<file path="src/design/mipsPkg.sv">
`default_nettype none

package mipsPkg;

	localparam int DataWidth = 32;
	localparam int RegAddrWidth = 5;
	localparam int NumRegs = 32;
	localparam int DataMemWords = 64;
	localparam int DataMemAddrWidth = 6; // Word index, result bits 7:2
	localparam int ShamtWidth = 5;
	localparam int AluOpWidth = 4;
	localparam int ImmWidth = 16;

	// ALU op codes
	localparam logic [AluOpWidth-1:0] AluAnd = 4'd0;
	localparam logic [AluOpWidth-1:0] AluOr = 4'd1;
	localparam logic [AluOpWidth-1:0] AluAdd = 4'd2;
	localparam logic [AluOpWidth-1:0] AluNor = 4'd3;
	localparam logic [AluOpWidth-1:0] AluXor = 4'd4;
	localparam logic [AluOpWidth-1:0] AluSub = 4'd6;
	localparam logic [AluOpWidth-1:0] AluSlt = 4'd7;
	localparam logic [AluOpWidth-1:0] AluLui = 4'd8;
	localparam logic [AluOpWidth-1:0] AluSll = 4'd10;
	localparam logic [AluOpWidth-1:0] AluSrl = 4'd13;
	localparam logic [AluOpWidth-1:0] AluSltu = 4'd14;
	localparam logic [AluOpWidth-1:0] AluSra = 4'd15;

	localparam logic [5:0] OpSpecial = 6'd0;
	localparam logic [5:0] OpAddi = 6'd8;
	localparam logic [5:0] OpAddiu = 6'd9;
	localparam logic [5:0] OpSlti = 6'd10;
	localparam logic [5:0] OpSltiu = 6'd11;
	localparam logic [5:0] OpAndi = 6'd12;
	localparam logic [5:0] OpOri = 6'd13;
	localparam logic [5:0] OpXori = 6'd14;
	localparam logic [5:0] OpLui = 6'd15;
	localparam logic [5:0] OpLw = 6'd35;
	localparam logic [5:0] OpSw = 6'd43;

	// SPECIAL funct field
	localparam logic [5:0] FnSll = 6'd0;
	localparam logic [5:0] FnSrl = 6'd2;
	localparam logic [5:0] FnSra = 6'd3;
	localparam logic [5:0] FnAdd = 6'd32;
	localparam logic [5:0] FnAddu = 6'd33;
	localparam logic [5:0] FnSub = 6'd34;
	localparam logic [5:0] FnSubu = 6'd35;
	localparam logic [5:0] FnAnd = 6'd36;
	localparam logic [5:0] FnOr = 6'd37;
	localparam logic [5:0] FnXor = 6'd38;
	localparam logic [5:0] FnNor = 6'd39;
	localparam logic [5:0] FnSlt = 6'd42;
	localparam logic [5:0] FnSltu = 6'd43;

	typedef union packed {
		struct packed {
			logic [5:0] opcode;
			logic [RegAddrWidth-1:0] rs;
			logic [RegAddrWidth-1:0] rt;
			logic [RegAddrWidth-1:0] rd;
			logic [ShamtWidth-1:0] shamt;
			logic [5:0] funct;
		} r;
		struct packed {
			logic [5:0] opcode;
			logic [RegAddrWidth-1:0] rs;
			logic [RegAddrWidth-1:0] rt;
			logic [ImmWidth-1:0] imm;
		} i;
	} instrU;

endpackage

`default_nettype wire

</file>
<file path="src/design/pipeBuses.sv">
`default_nettype none

interface execBus;
	import mipsPkg::*;

	logic valid;
	logic [AluOpWidth-1:0] aluOp;
	logic [DataWidth-1:0] operandA;
	logic [DataWidth-1:0] operandB;
	logic [ShamtWidth-1:0] shamt;
	logic [DataWidth-1:0] storeData; // Forwarded rt value for SW
	logic memRead;
	logic memWrite;
	logic regWrite;
	logic [RegAddrWidth-1:0] destReg;

	modport decode (output valid, aluOp, operandA, operandB, shamt, storeData,
		memRead, memWrite, regWrite, destReg);
	modport execute (input valid, aluOp, operandA, operandB, shamt, storeData,
		memRead, memWrite, regWrite, destReg);
endinterface

interface resultBus;
	import mipsPkg::*;

	logic valid;
	logic [DataWidth-1:0] result; // ALU value or memory address
	logic [DataWidth-1:0] storeData;
	logic memRead;
	logic memWrite;
	logic regWrite;
	logic [RegAddrWidth-1:0] destReg;

	modport execute (output valid, result, storeData, memRead, memWrite, regWrite, destReg);
	modport writeback (input valid, result, storeData, memRead, memWrite, regWrite, destReg);
endinterface

`default_nettype wire

</file>
<file path="src/design/executeStage.sv">
`default_nettype none

module executeStage (
	execBus.execute ex,
	resultBus.execute rs
);
	import mipsPkg::*;

	logic [DataWidth-1:0] aluResult;

	always_comb begin
		aluResult = '0;
		case (ex.aluOp)
			AluAdd: aluResult = ex.operandA + ex.operandB; // Also LW/SW address
			AluSub: aluResult = ex.operandA - ex.operandB;
			AluAnd: aluResult = ex.operandA & ex.operandB;
			AluOr: aluResult = ex.operandA | ex.operandB;
			AluXor: aluResult = ex.operandA ^ ex.operandB;
			AluNor: aluResult = ~(ex.operandA | ex.operandB);
			AluSlt: begin
				aluResult[0] = $signed(ex.operandA) < $signed(ex.operandB);
			end
			AluSltu: begin
				aluResult[0] = ex.operandA < ex.operandB;
			end
			AluSll: aluResult = ex.operandB << ex.shamt;
			AluSrl: aluResult = ex.operandB >> ex.shamt;
			AluSra: aluResult = $signed(ex.operandB) >>> ex.shamt; // Sign fill
			AluLui: begin
				aluResult = {ex.operandB[ImmWidth-1:0], {(DataWidth-ImmWidth){1'b0}}};
			end
			default: aluResult = '0;
		endcase
	end

	assign rs.valid = ex.valid;
	assign rs.result = aluResult;
	assign rs.storeData = ex.storeData;
	assign rs.memRead = ex.memRead;
	assign rs.memWrite = ex.memWrite;
	assign rs.regWrite = ex.regWrite;
	assign rs.destReg = ex.destReg;

endmodule

`default_nettype wire

</file>
<file path="src/flat_wrapper.sv">
// flat-port wrapper written by rule: the top's interface ports become plain ports
module executeStage_flat import mipsPkg::*;
  (ex_valid, ex_aluOp, ex_operandA, ex_operandB, ex_shamt, ex_storeData, ex_memRead, ex_memWrite, ex_regWrite, ex_destReg, rs_valid, rs_result, rs_storeData, rs_memRead, rs_memWrite, rs_regWrite, rs_destReg);
  execBus ex_i ();
  resultBus rs_i ();
  input wire logic [$bits(ex_i.valid)-1:0] ex_valid;
  input wire logic [$bits(ex_i.aluOp)-1:0] ex_aluOp;
  input wire logic [$bits(ex_i.operandA)-1:0] ex_operandA;
  input wire logic [$bits(ex_i.operandB)-1:0] ex_operandB;
  input wire logic [$bits(ex_i.shamt)-1:0] ex_shamt;
  input wire logic [$bits(ex_i.storeData)-1:0] ex_storeData;
  input wire logic [$bits(ex_i.memRead)-1:0] ex_memRead;
  input wire logic [$bits(ex_i.memWrite)-1:0] ex_memWrite;
  input wire logic [$bits(ex_i.regWrite)-1:0] ex_regWrite;
  input wire logic [$bits(ex_i.destReg)-1:0] ex_destReg;
  output wire logic [$bits(rs_i.valid)-1:0] rs_valid;
  output wire logic [$bits(rs_i.result)-1:0] rs_result;
  output wire logic [$bits(rs_i.storeData)-1:0] rs_storeData;
  output wire logic [$bits(rs_i.memRead)-1:0] rs_memRead;
  output wire logic [$bits(rs_i.memWrite)-1:0] rs_memWrite;
  output wire logic [$bits(rs_i.regWrite)-1:0] rs_regWrite;
  output wire logic [$bits(rs_i.destReg)-1:0] rs_destReg;
  assign ex_i.valid = ex_valid;
  assign ex_i.aluOp = ex_aluOp;
  assign ex_i.operandA = ex_operandA;
  assign ex_i.operandB = ex_operandB;
  assign ex_i.shamt = ex_shamt;
  assign ex_i.storeData = ex_storeData;
  assign ex_i.memRead = ex_memRead;
  assign ex_i.memWrite = ex_memWrite;
  assign ex_i.regWrite = ex_regWrite;
  assign ex_i.destReg = ex_destReg;
  assign rs_valid = rs_i.valid;
  assign rs_result = rs_i.result;
  assign rs_storeData = rs_i.storeData;
  assign rs_memRead = rs_i.memRead;
  assign rs_memWrite = rs_i.memWrite;
  assign rs_regWrite = rs_i.regWrite;
  assign rs_destReg = rs_i.destReg;
  executeStage u_core (.ex(ex_i), .rs(rs_i));
endmodule
</file>
<file path="config.mk">
export PLATFORM = sky130hd
export DESIGN_NAME = executeStage_flat
export DESIGN_NICKNAME = d
export VERILOG_FILES = /design/src/design/mipsPkg.sv /design/src/design/pipeBuses.sv /design/src/design/executeStage.sv /design/src/flat_wrapper.sv
export SDC_FILE = /design/constraint.sdc
export NUM_CORES = 1
export LEC_CHECK = 0
export CORE_MARGIN = 5
export CORE_UTILIZATION = 25
export DETAILED_ROUTE_END_ITERATION = 12
export DONT_BUFFER_PORTS = 1
export PLACE_DENSITY_LB_ADDON = 0.08
export RECOVER_POWER = 25
export SYNTH_ARGS = -nofsm -noshare
export SYNTH_HDL_FRONTEND = slang
export SYNTH_SLANG_ARGS = --single-unit
</file>
<file path="constraint.sdc">
create_clock -name vclk -period 3.3
set_clock_uncertainty 0.15 [all_clocks]
set_input_delay 0.165 -clock vclk [all_inputs]
set_output_delay 0.165 -clock vclk [all_outputs]
set_load 0.05 [all_outputs]
</file>
# ---- Word-level counts from Yosys, hierarchy flattened
# Cells that the tools add are included.
# W data, S select, Z words.
dict set report op_classes {
  n_eq_ne 11
  multipliers 0
  magnitude_cmp 2
  add_sub_neg 2
  n_mux 2
  n_reduce_logical 1
  bitwise 4
  div_mod_pow 0
  shift 3
}
# cell n
set ops {}
lappend ops {{$pmux W31 S10} 1}
lappend ops {{$lt A32 B32 Y1} 2}
lappend ops {{$add A32 B32 Y32} 1}
lappend ops {{$and A32 B32 Y32} 1}
lappend ops {{$not A32 Y32} 1}
lappend ops {{$or A32 B32 Y32} 1}
lappend ops {{$shl A32 B5 Y32} 1}
lappend ops {{$shr A32 B5 Y32} 1}
lappend ops {{$sshr A32 B5 Y32} 1}
lappend ops {{$sub A32 B32 Y32} 1}
lappend ops {{$xor A32 B32 Y32} 1}
lappend ops {{$eq A4 B4 Y1 const B} 5}
lappend ops {{$eq A4 B3 Y1 const B} 3}
lappend ops {{$pmux W1 S11} 1}
lappend ops {{$eq A4 B2 Y1 const B} 2}
lappend ops {{$eq A4 B1 Y1 const B} 1}
lappend ops {{$logic_not A4 Y1} 1}
dict set report word_totals {
  ram_bits 0
  input_bits 114
  regBits 0
  memories 0
  romBits 0
  wordCells 25
  latchBits 0
  out_inout_bits 73
}

# ---- Logic depth before layout (Yosys ltp)
dict set report logic_depth {
  ltp_word 3
  depth_mapped 13
}

# ---- Worst setup path before layout
# Ideal clock, no wire load.
dict set report synth_path {
  kind {input port to output port}
  start {input port ex_operandA[0]}
  end {output port rs_result[0]}
  t_required_ns 2.985
  path_slack_ns -0.947
  n_path_buf 0
  t_arrival_ns 3.932
  path_stages 12
  path_cell_list {inv_1 > ha_1 > inv_1 > fa_1 > nor3b_1 > a211oi_1 > nor4b_1 > o211ai_1 > o211ai_1 > a21boi_0 > nor4_1 > o311ai_0}
}
dict set report synth_via {
  elab_chain_cells 3
  word_cells_on_any_way 9
  cone_classes {2 x add/sub; 2 x order compare; 1 x mux; 4 x bitwise}
}
# element line
set synth_lines {}
lappend synth_lines {{start: declaration} flat_wrapper.sv:8} ;# input wire logic [$bits(ex_i.operandA)-1:0] ex_operandA;
lappend synth_lines {{branches (longest 2 deep; another with $sub A32 B32 Y32)} --}
lappend synth_lines {{$pmux W1 S11 *} executeStage.sv:13} ;# case (ex.aluOp)
lappend synth_lines {{end: declaration} flat_wrapper.sv:17} ;# output wire logic [$bits(rs_i.result)-1:0] rs_result;
# Every way passes the cells marked *.

# ---- Worst setup path after layout
dict set report layout_path {
  start {input port ex_operandB[3]}
  end {output port rs_result[29]}
}
dict set report layout_via {
  elab_chain_cells 2
  word_cells_on_any_way 6
  cone_classes {2 x add/sub; 3 x shift; 1 x mux}
}
# element line
set layout_lines {}
lappend layout_lines {{start: declaration} flat_wrapper.sv:9} ;# input wire logic [$bits(ex_i.operandB)-1:0] ex_operandB;
lappend layout_lines {{$sub A32 B32 Y32 (tied with other cells)} executeStage.sv:15} ;# AluSub: aluResult = ex.operandA - ex.operandB;
lappend layout_lines {{$pmux W31 S10 *} executeStage.sv:13}
# Every way passes the cells marked *; elsewhere a longest branch is shown, timed or not.

==> results.sh <==
export IMPL_drive_above_1_share_pct=24.82
export IMPL_syn_area_mm2=0.009427
export IMPL_hp_class="in -> out"
export IMPL_fin_nets=1632
export IMPL_worst_path_max_fanout=9
export IMPL_die_h_um=204.2
export IMPL_ant_nets=0
export IMPL_vias_per_cell=5.927
export IMPL_clkbuf_count=0
export IMPL_cp_end_kind="primary output"
export IMPL_initial_utilization_pct=25.15
export IMPL_placedInstanceArea_mm2=0.01106
export IMPL_regArea_um2=0
export IMPL_power_mw=2.163
export IMPL_postCtsHoldBufs=0
export IMPL_timing_max_cap_violations=0
export IMPL_synthToLayoutAreaGrowth_pct=22.55
export IMPL_fin_crit_sh_pct=99.56
export IMPL_mostFrequentLayoutCell="buf_4"
export IMPL_p_leak_nw=4.734
export IMPL_antenna_found_initial=4
export IMPL_rsz0062_at_grt="true"
export IMPL_first_pass_iters=6
export IMPL_grt_use_total_pct=24.44
export IMPL_slew_viol_final=0
export IMPL_avgSynthCellArea_um2=6.911
export IMPL_fin_hold_ws_ns=0.1800
export IMPL_worstMarginPinSlew_ns=0.9455
export IMPL_place_congestion=0.9648
export IMPL_grt_ovfl_total=0
export IMPL_fp_row_count=71
export IMPL_dpl_hpwl_um=42710
export IMPL_final_cell_mix="buf_4 (188), nor2_1 (133), inv_1 (100)"
export IMPL_seq_area_frac_synth_pct=0
export IMPL_dieArea_mm2=0.04169
export IMPL_grt_pass1_wl_um=77180
export IMPL_fmax_ghz=0.3044
export IMPL_irDropWorstVdd_mv=0.1690
export IMPL_io_pin_count=187
export IMPL_fillers=4207
export IMPL_critPathLaunchType="input pin"
export IMPL_grt_pass1_vias=11170
export IMPL_p_per_area_mw_per_mm2=187.3
export IMPL_first_iter_violations=1219
export IMPL_multi_input_area_mm2=0.008832
export IMPL_drt_wirelength_per_cell_um=27.95
export IMPL_dr_total_vias=11430
export IMPL_synth_cells=1364
export IMPL_syn_nets=1576
export IMPL_core_area_mm2=0.03749
export IMPL_setup_viol=0
export IMPL_critical_path_class="in -> out"
export IMPL_dp_cells=1923
export IMPL_required_ns=2.98
export IMPL_final_design_area_no_fill_mm2=0.01155
export IMPL_ys_types=76
export IMPL_finalHoldViolCount=0
export IMPL_port_buffers=0
export IMPL_diodes=0
export IMPL_drc=0
export IMPL_grt_max_degree=77
export IMPL_synth_warnings=0
export IMPL_wl_um=53930
export IMPL_status="completed"
export IMPL_fp_dieW_um=204.2
export IMPL_fin_cells=1929
export IMPL_cp_arrival_ns=2.97
export IMPL_flops_and_latches=0
export IMPL_min_period_ns=3.285
export IMPL_slew_headroom_pct=36.30
[report_power, final]
part	internal, mW	switching [mW]
combinational	0.894	1.27
clock	0	0
sequential	0	0
[cell type report]
class,count,area share [%]
well taps,511,5.535
repair buffers,203,14.66
inverters,103,3.347
multi-input cells,1112,76.45
[metal layers]
layer / part of all wire [%] / GRT usage, % / routed length, um
met5: 0.026 / 0 / 14
met4: 2.5 / 4.834 / 1336
met3: 7.7 / 3.586 / 4160
met2: 45 / 39.18 / 24250
met1: 45 / 35.07 / 24170
[cell families after synthesis]
family                     count (synthesis)  synth area share (%)
and+or+nand+nor                          409                 20.41
muxes                                    101                 16.63
adders and majority gates                 98                 13.17
xor gates and xnor gates                  36                 3.345
buffers and inverters                    252                 11.96
AOI/OAI and AO/OA                        468                 34.48
[critical path, cell delays in order]
cell and delay (ns):
inv_1 0.12, ha_4 0.23, and2_1 0.17, a221o_1 0.36, o21a_2 0.26, o2111ai_1 0.20
buf_4 0.18, a21oi_1 0.09, or3_1 0.36, a221o_1 0.36, a211o_1 0.31, buf_12 0.17
[cell usage after synthesis (all sizes together), types with 7 or more instances]
cell type	count	area share [%]
nor2	135	5.4
inv	103	4.1
nand2	98	3.9
ha	96	13
a21oi	94	5.0
clkbuf	83	3.3
o21ai	79	4.2
buf	66	4.6
nand3	45	2.4
mux2i	43	4.6
mux4	43	10
a22oi	41	3.3
xnor2	36	3.3
o211ai	33	2.6
nor3	31	1.6
a211oi	27	2.2
a221o	17	1.8
a31oi	16	1.1
or3	16	1.1
a21o	15	1.2
mux2	15	1.8
nor2b	14	0.93
o2111ai	14	1.3
a211o	13	1.2
o21bai	13	1.0
nand2b	12	0.80
o31ai	12	0.96
nand4	10	0.66
o22ai	10	0.66
a222oi	9	0.96
nor4	9	0.60
o311ai	9	0.84
o221ai	8	0.74
a221oi	7	0.65
and2	7	0.46
o21a	7	0.56
or2	7	0.46
[timing repair]
| item | in CTS | in global routing |
|---|---|---|
| gates resized for setup | 22 | 61 |
| buffers inserted | 4 | 3 |
| hold endpoints to repair | 0 | 0 |
| pin swaps | 10 | 17 |
| endpoints found under the setup margin | 14 | 16 |
[stage by stage]
step	utilization [%]	worst slack, ns	setup TNS (ns)
floorplan	-	0.003943	0
global placement	29.51	-0.1999	-0.9786
detailed placement	29.51	-0.2368	-1.136
CTS	29.93	-0.001967	-0.001967
global route	30.82	-0.06423	-0.1936
finish	30.82	0.01467	0
[final timing paths]
check,start,to,slack (ns),depth (start not counted)
hold / removal,ex_storeData[17],rs_storeData[17],0.18,0
setup / recovery,ex_operandB[3],rs_result[29],0.01,12
Power figures use the tool's default switching activity.
