==> config.mk <==
export PLATFORM = sky130hd
export DESIGN_NAME = instrDecoder_flat
export DESIGN_NICKNAME = d
export VERILOG_FILES = /design/src/design/mipsPkg.sv /design/src/design/pipeBuses.sv /design/src/design/instrDecoder.sv /design/src/flat_wrapper.sv
export SDC_FILE = /design/constraint.sdc
export NUM_CORES = 1
export LEC_CHECK = 0
export CAP_MARGIN = 25
export CORE_ASPECT_RATIO = 0.6
export CORE_MARGIN = 10
export CORE_UTILIZATION = 63
export CTS_CLUSTER_DIAMETER = 100
export DETAILED_ROUTE_END_ITERATION = 12
export DONT_BUFFER_PORTS = 1
export PLACE_DENSITY = 0.75
export SLEW_MARGIN = 5
export SYNTH_ARGS = -nofsm -noshare
export SYNTH_HDL_FRONTEND = slang
export SYNTH_SLANG_ARGS = --single-unit
export TNS_END_PERCENT = 100
==> constraint.sdc <==
create_clock -name clk -period 2.1 [get_ports clk]
set_input_delay 0.315 -clock clk [delete_from_list [all_inputs] [get_ports clk]]
set_output_delay 0.315 -clock clk [all_outputs]
set_load 0.1 [all_outputs]
==> src/design/mipsPkg.sv <==
`default_nettype none

package mipsPkg;

	localparam int DataWidth = 32;
	localparam int RegAddrWidth = 5;
	localparam int NumRegs = 32;
	localparam int DataMemWords = 64;
	localparam int DataMemAddrWidth = 6; // Word index, result bits 7:2
	localparam int ShamtWidth = 5;
	localparam int AluOpWidth = 4;
	localparam int ImmWidth = 16;

	// ALU op codes
	localparam logic [AluOpWidth-1:0] AluAnd = 4'd0;
	localparam logic [AluOpWidth-1:0] AluOr = 4'd1;
	localparam logic [AluOpWidth-1:0] AluAdd = 4'd2;
	localparam logic [AluOpWidth-1:0] AluNor = 4'd3;
	localparam logic [AluOpWidth-1:0] AluXor = 4'd4;
	localparam logic [AluOpWidth-1:0] AluSub = 4'd6;
	localparam logic [AluOpWidth-1:0] AluSlt = 4'd7;
	localparam logic [AluOpWidth-1:0] AluLui = 4'd8;
	localparam logic [AluOpWidth-1:0] AluSll = 4'd10;
	localparam logic [AluOpWidth-1:0] AluSrl = 4'd13;
	localparam logic [AluOpWidth-1:0] AluSltu = 4'd14;
	localparam logic [AluOpWidth-1:0] AluSra = 4'd15;

	localparam logic [5:0] OpSpecial = 6'd0;
	localparam logic [5:0] OpAddi = 6'd8;
	localparam logic [5:0] OpAddiu = 6'd9;
	localparam logic [5:0] OpSlti = 6'd10;
	localparam logic [5:0] OpSltiu = 6'd11;
	localparam logic [5:0] OpAndi = 6'd12;
	localparam logic [5:0] OpOri = 6'd13;
	localparam logic [5:0] OpXori = 6'd14;
	localparam logic [5:0] OpLui = 6'd15;
	localparam logic [5:0] OpLw = 6'd35;
	localparam logic [5:0] OpSw = 6'd43;

	// SPECIAL funct field
	localparam logic [5:0] FnSll = 6'd0;
	localparam logic [5:0] FnSrl = 6'd2;
	localparam logic [5:0] FnSra = 6'd3;
	localparam logic [5:0] FnAdd = 6'd32;
	localparam logic [5:0] FnAddu = 6'd33;
	localparam logic [5:0] FnSub = 6'd34;
	localparam logic [5:0] FnSubu = 6'd35;
	localparam logic [5:0] FnAnd = 6'd36;
	localparam logic [5:0] FnOr = 6'd37;
	localparam logic [5:0] FnXor = 6'd38;
	localparam logic [5:0] FnNor = 6'd39;
	localparam logic [5:0] FnSlt = 6'd42;
	localparam logic [5:0] FnSltu = 6'd43;

	typedef union packed {
		struct packed {
			logic [5:0] opcode;
			logic [RegAddrWidth-1:0] rs;
			logic [RegAddrWidth-1:0] rt;
			logic [RegAddrWidth-1:0] rd;
			logic [ShamtWidth-1:0] shamt;
			logic [5:0] funct;
		} r;
		struct packed {
			logic [5:0] opcode;
			logic [RegAddrWidth-1:0] rs;
			logic [RegAddrWidth-1:0] rt;
			logic [ImmWidth-1:0] imm;
		} i;
	} instrU;

endpackage

`default_nettype wire

==> src/design/pipeBuses.sv <==
`default_nettype none

interface execBus;
	import mipsPkg::*;

	logic valid;
	logic [AluOpWidth-1:0] aluOp;
	logic [DataWidth-1:0] operandA;
	logic [DataWidth-1:0] operandB;
	logic [ShamtWidth-1:0] shamt;
	logic [DataWidth-1:0] storeData; // Forwarded rt value for SW
	logic memRead;
	logic memWrite;
	logic regWrite;
	logic [RegAddrWidth-1:0] destReg;

	modport decode (output valid, aluOp, operandA, operandB, shamt, storeData,
		memRead, memWrite, regWrite, destReg);
	modport execute (input valid, aluOp, operandA, operandB, shamt, storeData,
		memRead, memWrite, regWrite, destReg);
endinterface


`default_nettype wire

==> src/design/instrDecoder.sv <==
`default_nettype none

module instrDecoder (
	input logic clk,
	input logic rstN,
	input logic instrValid,
	input mipsPkg::instrU instr,
	input logic [mipsPkg::DataWidth-1:0] rdDataA,
	input logic [mipsPkg::DataWidth-1:0] rdDataB,
	input logic wrEn,
	input logic [mipsPkg::RegAddrWidth-1:0] wrAddr,
	input logic [mipsPkg::DataWidth-1:0] wrData,
	output logic [mipsPkg::RegAddrWidth-1:0] rdAddrA,
	output logic [mipsPkg::RegAddrWidth-1:0] rdAddrB,
	execBus.decode ex
);
	import mipsPkg::*;

	logic [AluOpWidth-1:0] aluOp;
	logic useImm;
	logic sextImm;
	logic memRead;
	logic memWrite;
	logic regWrite;
	logic [RegAddrWidth-1:0] destReg;
	logic [DataWidth-1:0] regA;
	logic [DataWidth-1:0] regB;
	logic [DataWidth-1:0] immExt;

	assign rdAddrA = instr.r.rs;
	assign rdAddrB = instr.r.rt;

	// Bypass the write landing on this same edge
	assign regA = (wrEn && wrAddr == rdAddrA && rdAddrA != '0) ? wrData : rdDataA;
	assign regB = (wrEn && wrAddr == rdAddrB && rdAddrB != '0) ? wrData : rdDataB;

	assign immExt = sextImm ? {{(DataWidth-ImmWidth){instr.i.imm[ImmWidth-1]}}, instr.i.imm}
		: {{(DataWidth-ImmWidth){1'b0}}, instr.i.imm};

	always_comb begin
		aluOp = AluAdd;
		useImm = 1'b1;
		sextImm = 1'b0;
		memRead = 1'b0;
		memWrite = 1'b0;
		regWrite = 1'b1;
		destReg = instr.i.rt; // I-type writes rt
		case (instr.i.opcode)
			OpSpecial: begin
				useImm = 1'b0;
				destReg = instr.r.rd;
				case (instr.r.funct)
					FnSll: aluOp = AluSll;
					FnSrl: aluOp = AluSrl;
					FnSra: aluOp = AluSra;
					FnAdd, FnAddu: aluOp = AluAdd; // No overflow trap
					FnSub, FnSubu: aluOp = AluSub;
					FnAnd: aluOp = AluAnd;
					FnOr: aluOp = AluOr;
					FnXor: aluOp = AluXor;
					FnNor: aluOp = AluNor;
					FnSlt: aluOp = AluSlt;
					FnSltu: aluOp = AluSltu;
					default: regWrite = 1'b0;
				endcase
			end
			OpAddi, OpAddiu: sextImm = 1'b1;
			OpSlti: begin
				aluOp = AluSlt;
				sextImm = 1'b1;
			end
			OpSltiu: begin
				aluOp = AluSltu;
				sextImm = 1'b1; // Sign extended, compared unsigned
			end
			OpAndi: aluOp = AluAnd;
			OpOri: aluOp = AluOr;
			OpXori: aluOp = AluXor;
			OpLui: aluOp = AluLui;
			OpLw: begin
				sextImm = 1'b1;
				memRead = 1'b1;
			end
			OpSw: begin
				sextImm = 1'b1;
				memWrite = 1'b1;
				regWrite = 1'b0;
			end
			default: regWrite = 1'b0; // Branches, jumps and the rest act as no-ops
		endcase
		if (destReg == '0) begin
			regWrite = 1'b0;
		end
	end

	always_ff @(posedge clk) begin
		if (!rstN) begin
			ex.valid <= 1'b0;
		end else begin
			ex.valid <= instrValid;
		end
	end

	always_ff @(posedge clk) begin
		if (instrValid) begin
			ex.aluOp <= aluOp;
			ex.operandA <= regA;
			ex.operandB <= useImm ? immExt : regB;
			ex.shamt <= instr.r.shamt;
			ex.storeData <= regB;
			ex.memRead <= memRead;
			ex.memWrite <= memWrite;
			ex.regWrite <= regWrite;
			ex.destReg <= destReg;
		end
	end

endmodule

`default_nettype wire

==> src/flat_wrapper.sv <==
// flat-port wrapper written by rule: the top's interface ports become plain ports
module instrDecoder_flat import mipsPkg::*;
  (clk, rstN, instrValid, instr, rdDataA, rdDataB, wrEn, wrAddr, wrData, rdAddrA, rdAddrB, ex_valid, ex_aluOp, ex_operandA, ex_operandB, ex_shamt, ex_storeData, ex_memRead, ex_memWrite, ex_regWrite, ex_destReg);
  execBus ex_i ();
  input logic clk;
  input logic rstN;
  input logic instrValid;
  input mipsPkg::instrU instr;
  input logic [mipsPkg::DataWidth-1:0] rdDataA;
  input logic [mipsPkg::DataWidth-1:0] rdDataB;
  input logic wrEn;
  input logic [mipsPkg::RegAddrWidth-1:0] wrAddr;
  input logic [mipsPkg::DataWidth-1:0] wrData;
  output logic [mipsPkg::RegAddrWidth-1:0] rdAddrA;
  output logic [mipsPkg::RegAddrWidth-1:0] rdAddrB;
  output wire logic [$bits(ex_i.valid)-1:0] ex_valid;
  output wire logic [$bits(ex_i.aluOp)-1:0] ex_aluOp;
  output wire logic [$bits(ex_i.operandA)-1:0] ex_operandA;
  output wire logic [$bits(ex_i.operandB)-1:0] ex_operandB;
  output wire logic [$bits(ex_i.shamt)-1:0] ex_shamt;
  output wire logic [$bits(ex_i.storeData)-1:0] ex_storeData;
  output wire logic [$bits(ex_i.memRead)-1:0] ex_memRead;
  output wire logic [$bits(ex_i.memWrite)-1:0] ex_memWrite;
  output wire logic [$bits(ex_i.regWrite)-1:0] ex_regWrite;
  output wire logic [$bits(ex_i.destReg)-1:0] ex_destReg;
  assign ex_valid = ex_i.valid;
  assign ex_aluOp = ex_i.aluOp;
  assign ex_operandA = ex_i.operandA;
  assign ex_operandB = ex_i.operandB;
  assign ex_shamt = ex_i.shamt;
  assign ex_storeData = ex_i.storeData;
  assign ex_memRead = ex_i.memRead;
  assign ex_memWrite = ex_i.memWrite;
  assign ex_regWrite = ex_i.regWrite;
  assign ex_destReg = ex_i.destReg;
  instrDecoder u_core (.clk(clk), .rstN(rstN), .instrValid(instrValid), .instr(instr), .rdDataA(rdDataA), .rdDataB(rdDataB), .wrEn(wrEn), .wrAddr(wrAddr), .wrData(wrData), .rdAddrA(rdAddrA), .rdAddrB(rdAddrB), .ex(ex_i));
endmodule
Word-level counts from Yosys, hierarchy flattened
Cells that the tools add are included.
- muxes and demuxes: 12
- equal/unequal tests: 24
- reduce and logical (&&, ||, !) cells: 13
- operators with widths (cell ; count):
    $mux 32 ; 4
    $eq 6x6->1 const B ; 12
    $eq 6x4->1 const B ; 8
    $pmux 4 s10 ; 1
    $pmux 4 s7 ; 1
    $reduce_or 13->1 ; 1
    $eq 6x2->1 const B ; 2
    $logic_not 6->1 ; 2
    $eq 5x5->1 ; 2
    $reduce_bool 5->1 ; 2
    $reduce_or 9->1 ; 1
    $reduce_or 6->1 ; 1
    $logic_not 5->1 ; 1
    $mux 5 ; 1
    $logic_and 1x1->1 ; 4
    $mux 1 ; 4
    $pmux 1 s2 ; 1
    $reduce_or 2->1 ; 1
- register bits: 114
- output and inout port bits: 124

Longest topological paths before layout
Gate-level depths: netlist (run 1).
- depth after elaboration: 5
- depth in mapped cells: 7
- gate-level depth less buffers: 5

Least setup slack after synthesis (run 1)
OpenSTA, ideal clock, no wires.
- kind: input to register
- from: in instr[20] (netlist name)
- to: reg u_core.ex.operandB[13], data pin
- data arrival time: 1.677 ns
- path buffers: 1
- cell stages on the path: 6
- slack: 0.163 ns
- data required time: 1.840 ns
- library setup time: 0.260 ns
- cell sequence: nor2_1 -> o41ai_4 -> a211oi_4 -> buf_6 -> mux2_4 -> mux2_2
- cells in the longest elaborated chain, start to end: 5
- elaborated cells on any way between the ends: 6
- those cells by class: eq/ne (1); mux (2); reduce/logical (3)
- ends and longest elaborated chain (item ; line ; source):
    from (decl) ; flat_wrapper.sv:8 ; input mipsPkg::instrU instr;
    $eq 5x5->1 ; instrDecoder.sv:35 ; assign regB = (wrEn && wrAddr == rdAddrB && rdAddrB != '0) ? wrData : rdDataB;
    $logic_and 1x1->1 ; instrDecoder.sv:35 ;
    $logic_and 1x1->1 (*) ; instrDecoder.sv:35 ;
    $mux 32 (*) ; instrDecoder.sv:35 ;
    via u_core.regB[13] ; instrDecoder.sv:27 ; logic [DataWidth-1:0] regB;
    $mux 32 (*) ; instrDecoder.sv:108 ; ex.operandB <= useImm ? immExt : regB;
    to (signal assigned) ; instrDecoder.sv:108 ;
    to (decl) ; pipeBuses.sv:17 ; modport decode (output valid, aluOp, operandA, operandB, shamt, storeData,
Mark *: on every way through the listed nets, which the timed path passes. The rest lies on a longest branch.
A chain may end at the register's enable or synchronous reset.

Worst setup path in the final report (run 1)
- from: in wrAddr[3] (netlist name)
- to: reg u_core.ex.operandB[19], data pin
- cells in the longest elaborated chain, start to end: 5
- ends and longest elaborated chain (item ; line ; source):
    from (decl) ; flat_wrapper.sv:12 ; input logic [mipsPkg::RegAddrWidth-1:0] wrAddr;
    $eq 5x5->1 ; instrDecoder.sv:35 ;
    $logic_and 1x1->1 (2 in series) ; instrDecoder.sv:35 ;
    $mux 32 ; instrDecoder.sv:35 ;
    $mux 32 ; instrDecoder.sv:108 ;
Every way passes these cells.

==> flow_results.org, run 1 <==
** Outcome
- Run status :: completed

** Routing
- In the routed layout, each cell is associated on average with a via count of 6.02.
- Avg WL per Cell :: 28.3 µm
- For this block, the initial DRC count from the detailed router was 274.
- For this run, design rule violations remaining after detail routing come to 0.
- Once detail routing completed, the nets flagged for antenna violations numbered 0.
- Wires add up to 16300 µm.
- For this block, the via count after detailed routing is 3466.
- The first TritonRoute pass finished after 5 iterations.

** STA
- Measured against its own limit, the worst slew margin works out to 68.9%.
- In the post-route analysis, the smallest setup slack over all paths is 252 ps.
- Slew at the pin closest to its max-slew limit :: 463 ps
- Final setup fails :: 0
- Across all hold checks on the routed design, the worst slack comes to 18.5 ps.
- Time the worst path needs with I/O delays and setup :: 1850 ps
- For this run, the top clock speed supported by timing is 541 MHz.
- Final hold violation count :: 0
- Unrepaired setup endpoints after global routing :: false
- The worst path uses 88.0% of the clock period.
- The total count of max-transition violations in the final report came to 0.

** Global route
- The total overflow left after global routing is 0.
- Pin count of the biggest net entering global routing :: 115
- Via count of the first global-routing pass :: 3687
- The first global-routing pass estimated 23300 µm of wire.
- Global Route Usage Sum :: 25.7%
- Number of antenna violations at the first check in global routing :: 1

** Place
- Once placement finished, the instance area stood at 0.00609 mm².
- Worst-case setup slack after placement :: -86.9 ps
- Count of input and output buffers :: 0
- The congestion estimate from routability-driven global placement came to 0.833.
- The number of placed instances, taps included, is 538.
- The wire-length estimate of the detail-placed layout is 11600 µm.

** Finish
- At the end of the flow, the number of nets in the layout was 591.
- The area growth from synthesis to layout is 30.5%.
- The library cell used most frequently in the layout, excluding fill and tap cells, is sky130_fd_sc_hd__buf_4.
- Highest-count cells in the layout ignoring fill and taps :: 120 x sky130_fd_sc_hd__buf_4, 113 x sky130_fd_sc_hd__edfxtp_1, 56 x sky130_fd_sc_hd__mux2_2, 18 x sky130_fd_sc_hd__inv_1, 17 x sky130_fd_sc_hd__clkbuf_16
- Final non-filler cell total :: 576
- Fin area :: 0.00674 mm²
- Cells with a size suffix above 1 make up 47.3% of the layout.

** Min path
- In this run the most critical hold path is launched from instrValid.
- For hold timing, the worst endpoint is u_core.ex.operandA[12]$_DFFE_PP_.
- Counting instances, the worst hold path has a depth of 0.
- Tightest Hold Check Type :: input pin to flop

** Power and ir drop
- Switching part of the total :: 33.2%
- In this run the static leakage power is 2.61 nW.
- Total power density per cell area :: 1110 mW/mm²
- VDD sags by at most 0.000818 V.
- Relative contribution of the clock network to total power :: 39.0%
- Cell internal power was estimated by the tool at 4.99 mW.
- For this design the total switching power over the nets is 2.48 mW.
- In this run, flip-flops and latches consume 37.0% of the power.
- The share of total power dissipated in combinational logic is 24.0%.

** Synthesis
- Counting flops and latches in the post-synthesis netlist gives 114.
- Sequential-to-total area share from yosys stat :: 66.1%
- Cell area after synthesis :: 0.00516 mm²
- Synthesized net count :: 468
- Synthesis produced 331 cells.
- Averaged over all synthesized cells, the footprint is 15.6 µm².
- Number of library cell types mapped by synthesis :: 35
- Ys Warns :: 0

** Clock tree
- Clock tree synthesis inserted a total of 17 buffers.
- The tree is rooted in a sky130_fd_sc_hd__clkbuf_16.
- TritonCTS built the clock tree.
- Once the clock tree was built, the setup fixing pass inserted 0 buffers.
- Bufs on Longest Clock Path :: 2
- Number of sinks on the clock net :: 114
- Clock Pin Slew Worst Setup and Hold Paths :: 50 ps
- The H-tree was split into 4 levels.

** Critical path
- Worst EP arrival :: 1990 ps
- WS Path Type :: input pin to flop
- Endpoint required time on the critical path :: 2240 ps
- The worst setup path is captured at a flop.
- Maximum fanout count along the critical path :: 9
- Startpoint class of the critical path :: input pin

** Floorplan
- For this design the top-level I/O count stands at 261.
- Area of the die :: 0.0123 mm²
- The die is 137 µm wide.
- Y dimension of the die :: 90.1 µm
- The region available for standard cell placement spans 0.00791 mm².
- Once the floorplan was initialized, standard cells occupied 65.2% of the core.
- The initialized floorplan defines 25 standard-cell rows.

** Flow run
- Number of max-cap violations :: 0
[worst max path at each step]
| stage | startpoint | slack [ps] | cells after the start | end |
|---|---|---|---|---|
| floorplan | instr[20] | 160 | 6 | u_core.ex.operandB[13]$_DFFE_PP_ |
| global placement | wrAddr[3] | 100 | 6 | u_core.ex.operandB[12]$_DFFE_PP_ |
| detailed placement | wrAddr[3] | -90 | 7 | u_core.ex.operandB[18]$_DFFE_PP_ |
| CTS | wrAddr[3] | 260 | 7 | u_core.ex.operandB[19]$_DFFE_PP_ |
| global route | instr[17] | 140 | 7 | u_core.ex.operandB[19]$_DFFE_PP_ |
| finish | wrAddr[3] | 250 | 7 | u_core.ex.operandB[19]$_DFFE_PP_ |
[stage by stage]
step / total power [mW] / TNS, ps / utilization (%)
6_report: 7.47 / 0 / 85.2
4_1_cts: 7.50 / 0 / 85.1
3_5_place_dp: 4.59 / -689 / 76.9
2_1_floorplan: 4.34 / 0 / -
5_1_grt: 7.66 / 0 / 85.2
3_3_place_gp: 4.56 / 0 / 76.9
[routing by layer]
layer	vias up	routed length, µm	track usage [%]
met2	250	8380	44.1
met5	-	0	0
li1	1498	-	-
met4	0	504	11.8
met3	42	2250	13.8
met1	1676	5140	24.9
[Yosys cell counts]
cell	n	area [µm²]
sky130_fd_sc_hd__o211ai_1	1	7.51
sky130_fd_sc_hd__edfxtp_1	113	3390
sky130_fd_sc_hd__clkbuf_1	6	22.5
sky130_fd_sc_hd__buf_2	4	20.0
sky130_fd_sc_hd__inv_1	18	67.6
sky130_fd_sc_hd__a211oi_4	1	20.0
sky130_fd_sc_hd__nor2_1	11	41.3
sky130_fd_sc_hd__and3_1	3	18.8
sky130_fd_sc_hd__xnor2_1	5	43.8
sky130_fd_sc_hd__o22ai_1	2	12.5
sky130_fd_sc_hd__nor3_1	4	20.0
sky130_fd_sc_hd__a32oi_1	1	8.76
sky130_fd_sc_hd__nor3b_1	1	7.51
sky130_fd_sc_hd__and3b_1	1	8.76
sky130_fd_sc_hd__buf_6	2	22.5
sky130_fd_sc_hd__nand3b_1	1	7.51
sky130_fd_sc_hd__nor4_1	4	25.0
sky130_fd_sc_hd__a22oi_1	1	7.51
sky130_fd_sc_hd__o31ai_1	1	7.51
sky130_fd_sc_hd__buf_4	10	75.1
sky130_fd_sc_hd__mux2_2	56	631
sky130_fd_sc_hd__o21ai_1	10	50.1
sky130_fd_sc_hd__buf_12	1	20.0
sky130_fd_sc_hd__nand3_1	7	35.0
sky130_fd_sc_hd__o41ai_4	1	27.5
sky130_fd_sc_hd__mux2i_1	16	160
sky130_fd_sc_hd__a21oi_1	8	40.0
sky130_fd_sc_hd__nand2b_1	1	6.26
sky130_fd_sc_hd__nand2_1	8	30.0
sky130_fd_sc_hd__xor2_1	3	26.3
sky130_fd_sc_hd__mux2_4	13	195
sky130_fd_sc_hd__nor2b_1	2	12.5
sky130_fd_sc_hd__and2_1	1	6.26
sky130_fd_sc_hd__dfxtp_1	1	20.0
sky130_fd_sc_hd__o21ai_0	13	65.1
[registers in the layout (all words and copies together) (netlist names)]
register	count
u_core.ex.memWrite	1
u_core.ex.destReg	5
u_core.ex.shamt	5
u_core.ex.aluOp	4
u_core.ex.regWrite	1
u_core.ex.memRead	1
u_core.ex.storeData	32
u_core.ex.valid	1
u_core.ex.operandA	32
u_core.ex.operandB	32
[worst max-delay path, stage by stage]
cell and delay (ps):
sky130_fd_sc_hd__xnor2_1 190, sky130_fd_sc_hd__nand3_1 190, sky130_fd_sc_hd__a211oi_4 370, sky130_fd_sc_hd__buf_4 280, sky130_fd_sc_hd__buf_4 210, sky130_fd_sc_hd__mux2i_1 290
sky130_fd_sc_hd__o21ai_0 140
[what timing repair did]
item	4_1_cts	5_1_grt
gates resized for setup	0	0
hold endpoints to repair	5	0
hold buffers	5	0
endpoints found under the setup margin	0	0
[cell families (layout without fill, tap and decap cells)]
kind of cell	count (synthesis)	after routing	share of synthesized area, %
AOI/OAI and AO/OA	39	39	4.77
xor gates and xnor gates	8	8	1.36
buffers and inverters	41	177	4.41
DFF	114	114	66.1
muxes	85	85	19.1
other	0	1	0
and+or+nand+nor	44	44	4.24
[area by class of cell]
type | count | area [µm²]
Sequential cell | 114 | 3410
Multi-Input combinational cell | 176 | 1530
Fill cell | 363 | 1170
Timing Repair Buffer | 127 | 991
Clock buffer | 18 | 429
Clock inverter | 14 | 169
Tap cell | 108 | 135
Inverter | 18 | 67.6
Antenna cell | 1 | 2.50
[power groups by stage]
stage	Combinational [mW]	Sequential, mW	Clock [mW]
after CTS	1.80	2.76	2.94
after global routing	1.83	2.78	3.05
after floorplan	0.261	4.08	0
after detailed placement	1.79	2.80	0
after global placement	1.77	2.79	0
final	1.80	2.76	2.92
Note: power is estimated with default switching activity, not from simulation.
==> run 2, diff against run 1 <==
CORE_ASPECT_RATIO = 0.9   (was 0.6)
==> run 2 against run 1 <==
Sequential share of layout area fell by 0.93 points; count of clock-buffer cells in the layout rose by 5; wire length barely moved; clock power rose by 2%; first-iteration DRC count rose by 7.3%; critical endpoint is now u_core.ex.operandA[25]$_DFFE_PP_; critical path type unchanged; cell area rose by 1.9%; critical path depth did not move; the run now ends with negative hold slack left; combinational power barely moved; via count fell by 0.17%; power rose by 0.92%; highest routed layer unchanged; final cell count rose by 0.35%.
==> flow_results.org, run 2 (synthesized netlist as in run 1, its figures left out) <==
** Finish
- Final non-filler cell total :: 578 (+0.35%)
- The storage element area was 0.00341 mm² (unchanged).
- Diodes inserted :: 0 (-1)
- Fill cell total of the finished layout :: 386 (+6.3%)
- Area Growth Syn to Fin :: 33.0%
- Top flop regs :: u_core.ex.operandA x32, u_core.ex.operandB x32, u_core.ex.storeData x32
- Leading cell type in the layout, fill and taps excluded :: sky130_fd_sc_hd__buf_4
- The area of the multi-input gates came to 0.00153 mm² (unchanged).
- Fraction of final layout cells sized beyond drive strength 1 :: 47.0% (-0.35 points)
- Leaving out fill and tap cells, the most frequent cells in the layout are 121 x sky130_fd_sc_hd__buf_4, 113 x sky130_fd_sc_hd__edfxtp_1, 56 x sky130_fd_sc_hd__mux2_2, 18 x sky130_fd_sc_hd__inv_1.
- The net total in the final layout was 603 (+2.0%).

** Clock tree
- Total CTS buffers :: 17 (unchanged)
- Post-CTS Setup Repair Bufs :: 0 (unchanged)
- The post-cts sizing count is 0 (unchanged).
- Bufs on Longest Clock Path :: 2 (unchanged)
- The TritonCTS sink count is 114 (unchanged).
- TritonCTS built the clock tree.
- Clock tree synthesis selected as its root buffer the cell sky130_fd_sc_hd__clkbuf_8.
- Clock Pin Slew Worst Setup and Hold Paths :: 60 ps (about the same)
- The number of H-tree levels was 4 (unchanged).
- The total of hold buffers inserted after clock tree synthesis came to 16 (+11).

** Floorplan
- Width of the chip :: 115 µm (-16%)
- The placeable core region is 0.00803 mm² (+1.5%).
- Initial Util :: 64.3% (-0.94 points)
- The area enclosed by the die boundary is 0.0122 mm² (-0.93%).
- Y dimension of the die :: 106 µm (+17%)
- The number of top-level pins is 261 (unchanged).
- Floorplan row count :: 31 (+24%)

** STA
- Max-Slew Margin vs Limit :: 71.7% (+2.8 points)
- The worst hold slack across all endpoints was -83.2 ps (-102 ps).
- Final setup fails :: 0 (unchanged)
- Final Max Slew Viols :: 0 (unchanged)
- The final worst slack came to 284 ps (+31.9 ps).
- Final hold violation count :: 113 (+113)
- Slew at the pin closest to its max-slew limit :: 421 ps (-41.6 ps)
- Time the worst path needs with I/O delays and setup :: 1820 ps (-31.9 ps)
- The summed negative setup slack over all endpoints came to 0 ps (unchanged).
- The part of the cycle the worst path needs was 86.5% (-1.5 points).
- Fmax :: 551 MHz (+1.8%)
- Unrepaired setup endpoints after global routing :: false

** Place
- Placer congestion estimate :: 0.774 (-7.0%)
- Post-DP HPWL :: 11500 µm (-0.67%)
- Worst-case setup slack after placement :: 83.2 ps (+170 ps)
- Number of placed instances with taps included :: 530 (-1.5%)
- Count of input and output buffers :: 0 (unchanged)

** Critical path
- The worst setup path is captured at a flop.
- The largest fanout on the critical path was 20 (+11).
- Worst EP arrival :: 2060 ps (+70 ps)
- Startpoint class of the critical path :: input pin
- The required time at the worst-slack endpoint was 2350 ps (+110 ps).
- The critical path is of the input pin to flop type.

** Global route
- Number of antenna violations at the first check in global routing :: 0 (-1)
- The combined global-route utilization of all metal layers came to 26.2% (+0.47 points).
- The wire length of the first global-routing pass was 23500 µm (+1.1%).
- The pin count of the biggest net entering global routing is 115 (unchanged).
- Overflow left after global routing :: 0 (unchanged)
- Via count of the first global-routing pass :: 3796 (+3.0%)

** Routing
- Drt total wl :: 16300 µm (about the same)
- The remaining antenna violation count came to 0 (unchanged).
- Total DRC errors in the routed layout :: 0 (unchanged)
- Detailed router's first-iteration violation count :: 294 (+7.3%)
- Count of TritonRoute iterations in the first routing pass :: 5 (unchanged)
- The routed via count divided by cell count came to 5.99 (-0.52%).
- The wire length per cell is 28.2 µm (-0.38%).
- The vias after detailed routing is 3460 (-0.17%).

** Flow run
- Number of max-cap violations :: 0 (unchanged)

** Power and ir drop
- Maximum vdd ir drop :: 0.000749 V (-8.4%)
- The areal power density over the cells came to 1100 mW/mm² (-0.93%).
- The leakage component of the power was 2.67 nW (+2.4%).

** Min path
- The worst hold path begins at instrValid.
- The worst hold path belongs to the class input pin to flop.
- For hold timing, the worst endpoint is u_core.ex.shamt[0]$_DFFE_PP_.
- Hold Path Stages :: 0 (unchanged)

** Outcome
- Failing checks :: negative hold slack
- Run status :: complete, but fails checks
run 2: changes by cell type in the layout (fill, tap and decap cells not counted), sizes merged:
cell	change
diode	-1
dlygate4sd3	+11
clkinv	-5
clkbuf	+5
buf	+1
run 2: how the worst max path moves through the flow:
stage,from,endpoint,slack (ps),cells past startpoint
finish,wrAddr[3],u_core.ex.operandA[25]$_DFFE_PP_,280,7
CTS,wrAddr[3],u_core.ex.operandA[25]$_DFFE_PP_,350,7
detailed placement,instr[20],u_core.ex.operandB[6]$_DFFE_PP_,80,6
global route,wrAddr[2],u_core.ex.operandA[25]$_DFFE_PP_,230,7
global placement,instr[20],u_core.ex.operandB[9]$_DFFE_PP_,130,6
floorplan,instr[20],u_core.ex.operandB[13]$_DFFE_PP_,160,6
run 2: routing by layer:
metal  wire (µm)  vias up  GRT usage (%)
li1            -     1511              -
met1        4880     1701           23.1
met2        8780      228           48.0
met3        2360       20           16.0
met4         255        0           7.69
met5           0        -              0
run 2: worst max-delay path: stages:
cell	delay, ps
sky130_fd_sc_hd__xor2_1	150
sky130_fd_sc_hd__nor3_1	180
sky130_fd_sc_hd__nand3_1	150
sky130_fd_sc_hd__nor2_4	140
sky130_fd_sc_hd__buf_12	180
sky130_fd_sc_hd__mux2_2	360
sky130_fd_sc_hd__dlygate4sd3_1	580
run 2: area by class of cell:
class	instances	share of cell area [%]
Timing Repair Buffer	139	16.1
Sequential cell	114	49.7
Tap cell	99	1.80
Clock inverter	9	2.24
Inverter	18	0.984
Multi-Input combinational cell	176	22.3
Clock buffer	23	6.80
run 2: stage by stage:
stage / hold WS [ps] / util (%) / instance area [µm²] / total power, mW
6_report: -83.2 / 85.5 / 6870 / 7.54
5_1_grt: -103 / 85.5 / 6870 / 7.72
4_1_cts: -101 / 85.5 / 6870 / 7.58
3_5_place_dp: 414 / 75.8 / 6080 / 4.59
3_3_place_gp: 414 / 75.8 / 6080 / 4.56
2_1_floorplan: 414 / - / 5160 / 4.34
run 2: power by group:
part / leakage (nW) / switching (mW) / internal (mW)
sequential: 1.11 / 0.0563 / 2.70
combinational: 1.26 / 1.46 / 0.349
clock: 0.298 / 0.952 / 2.02
total: 2.67 / 2.47 / 5.07
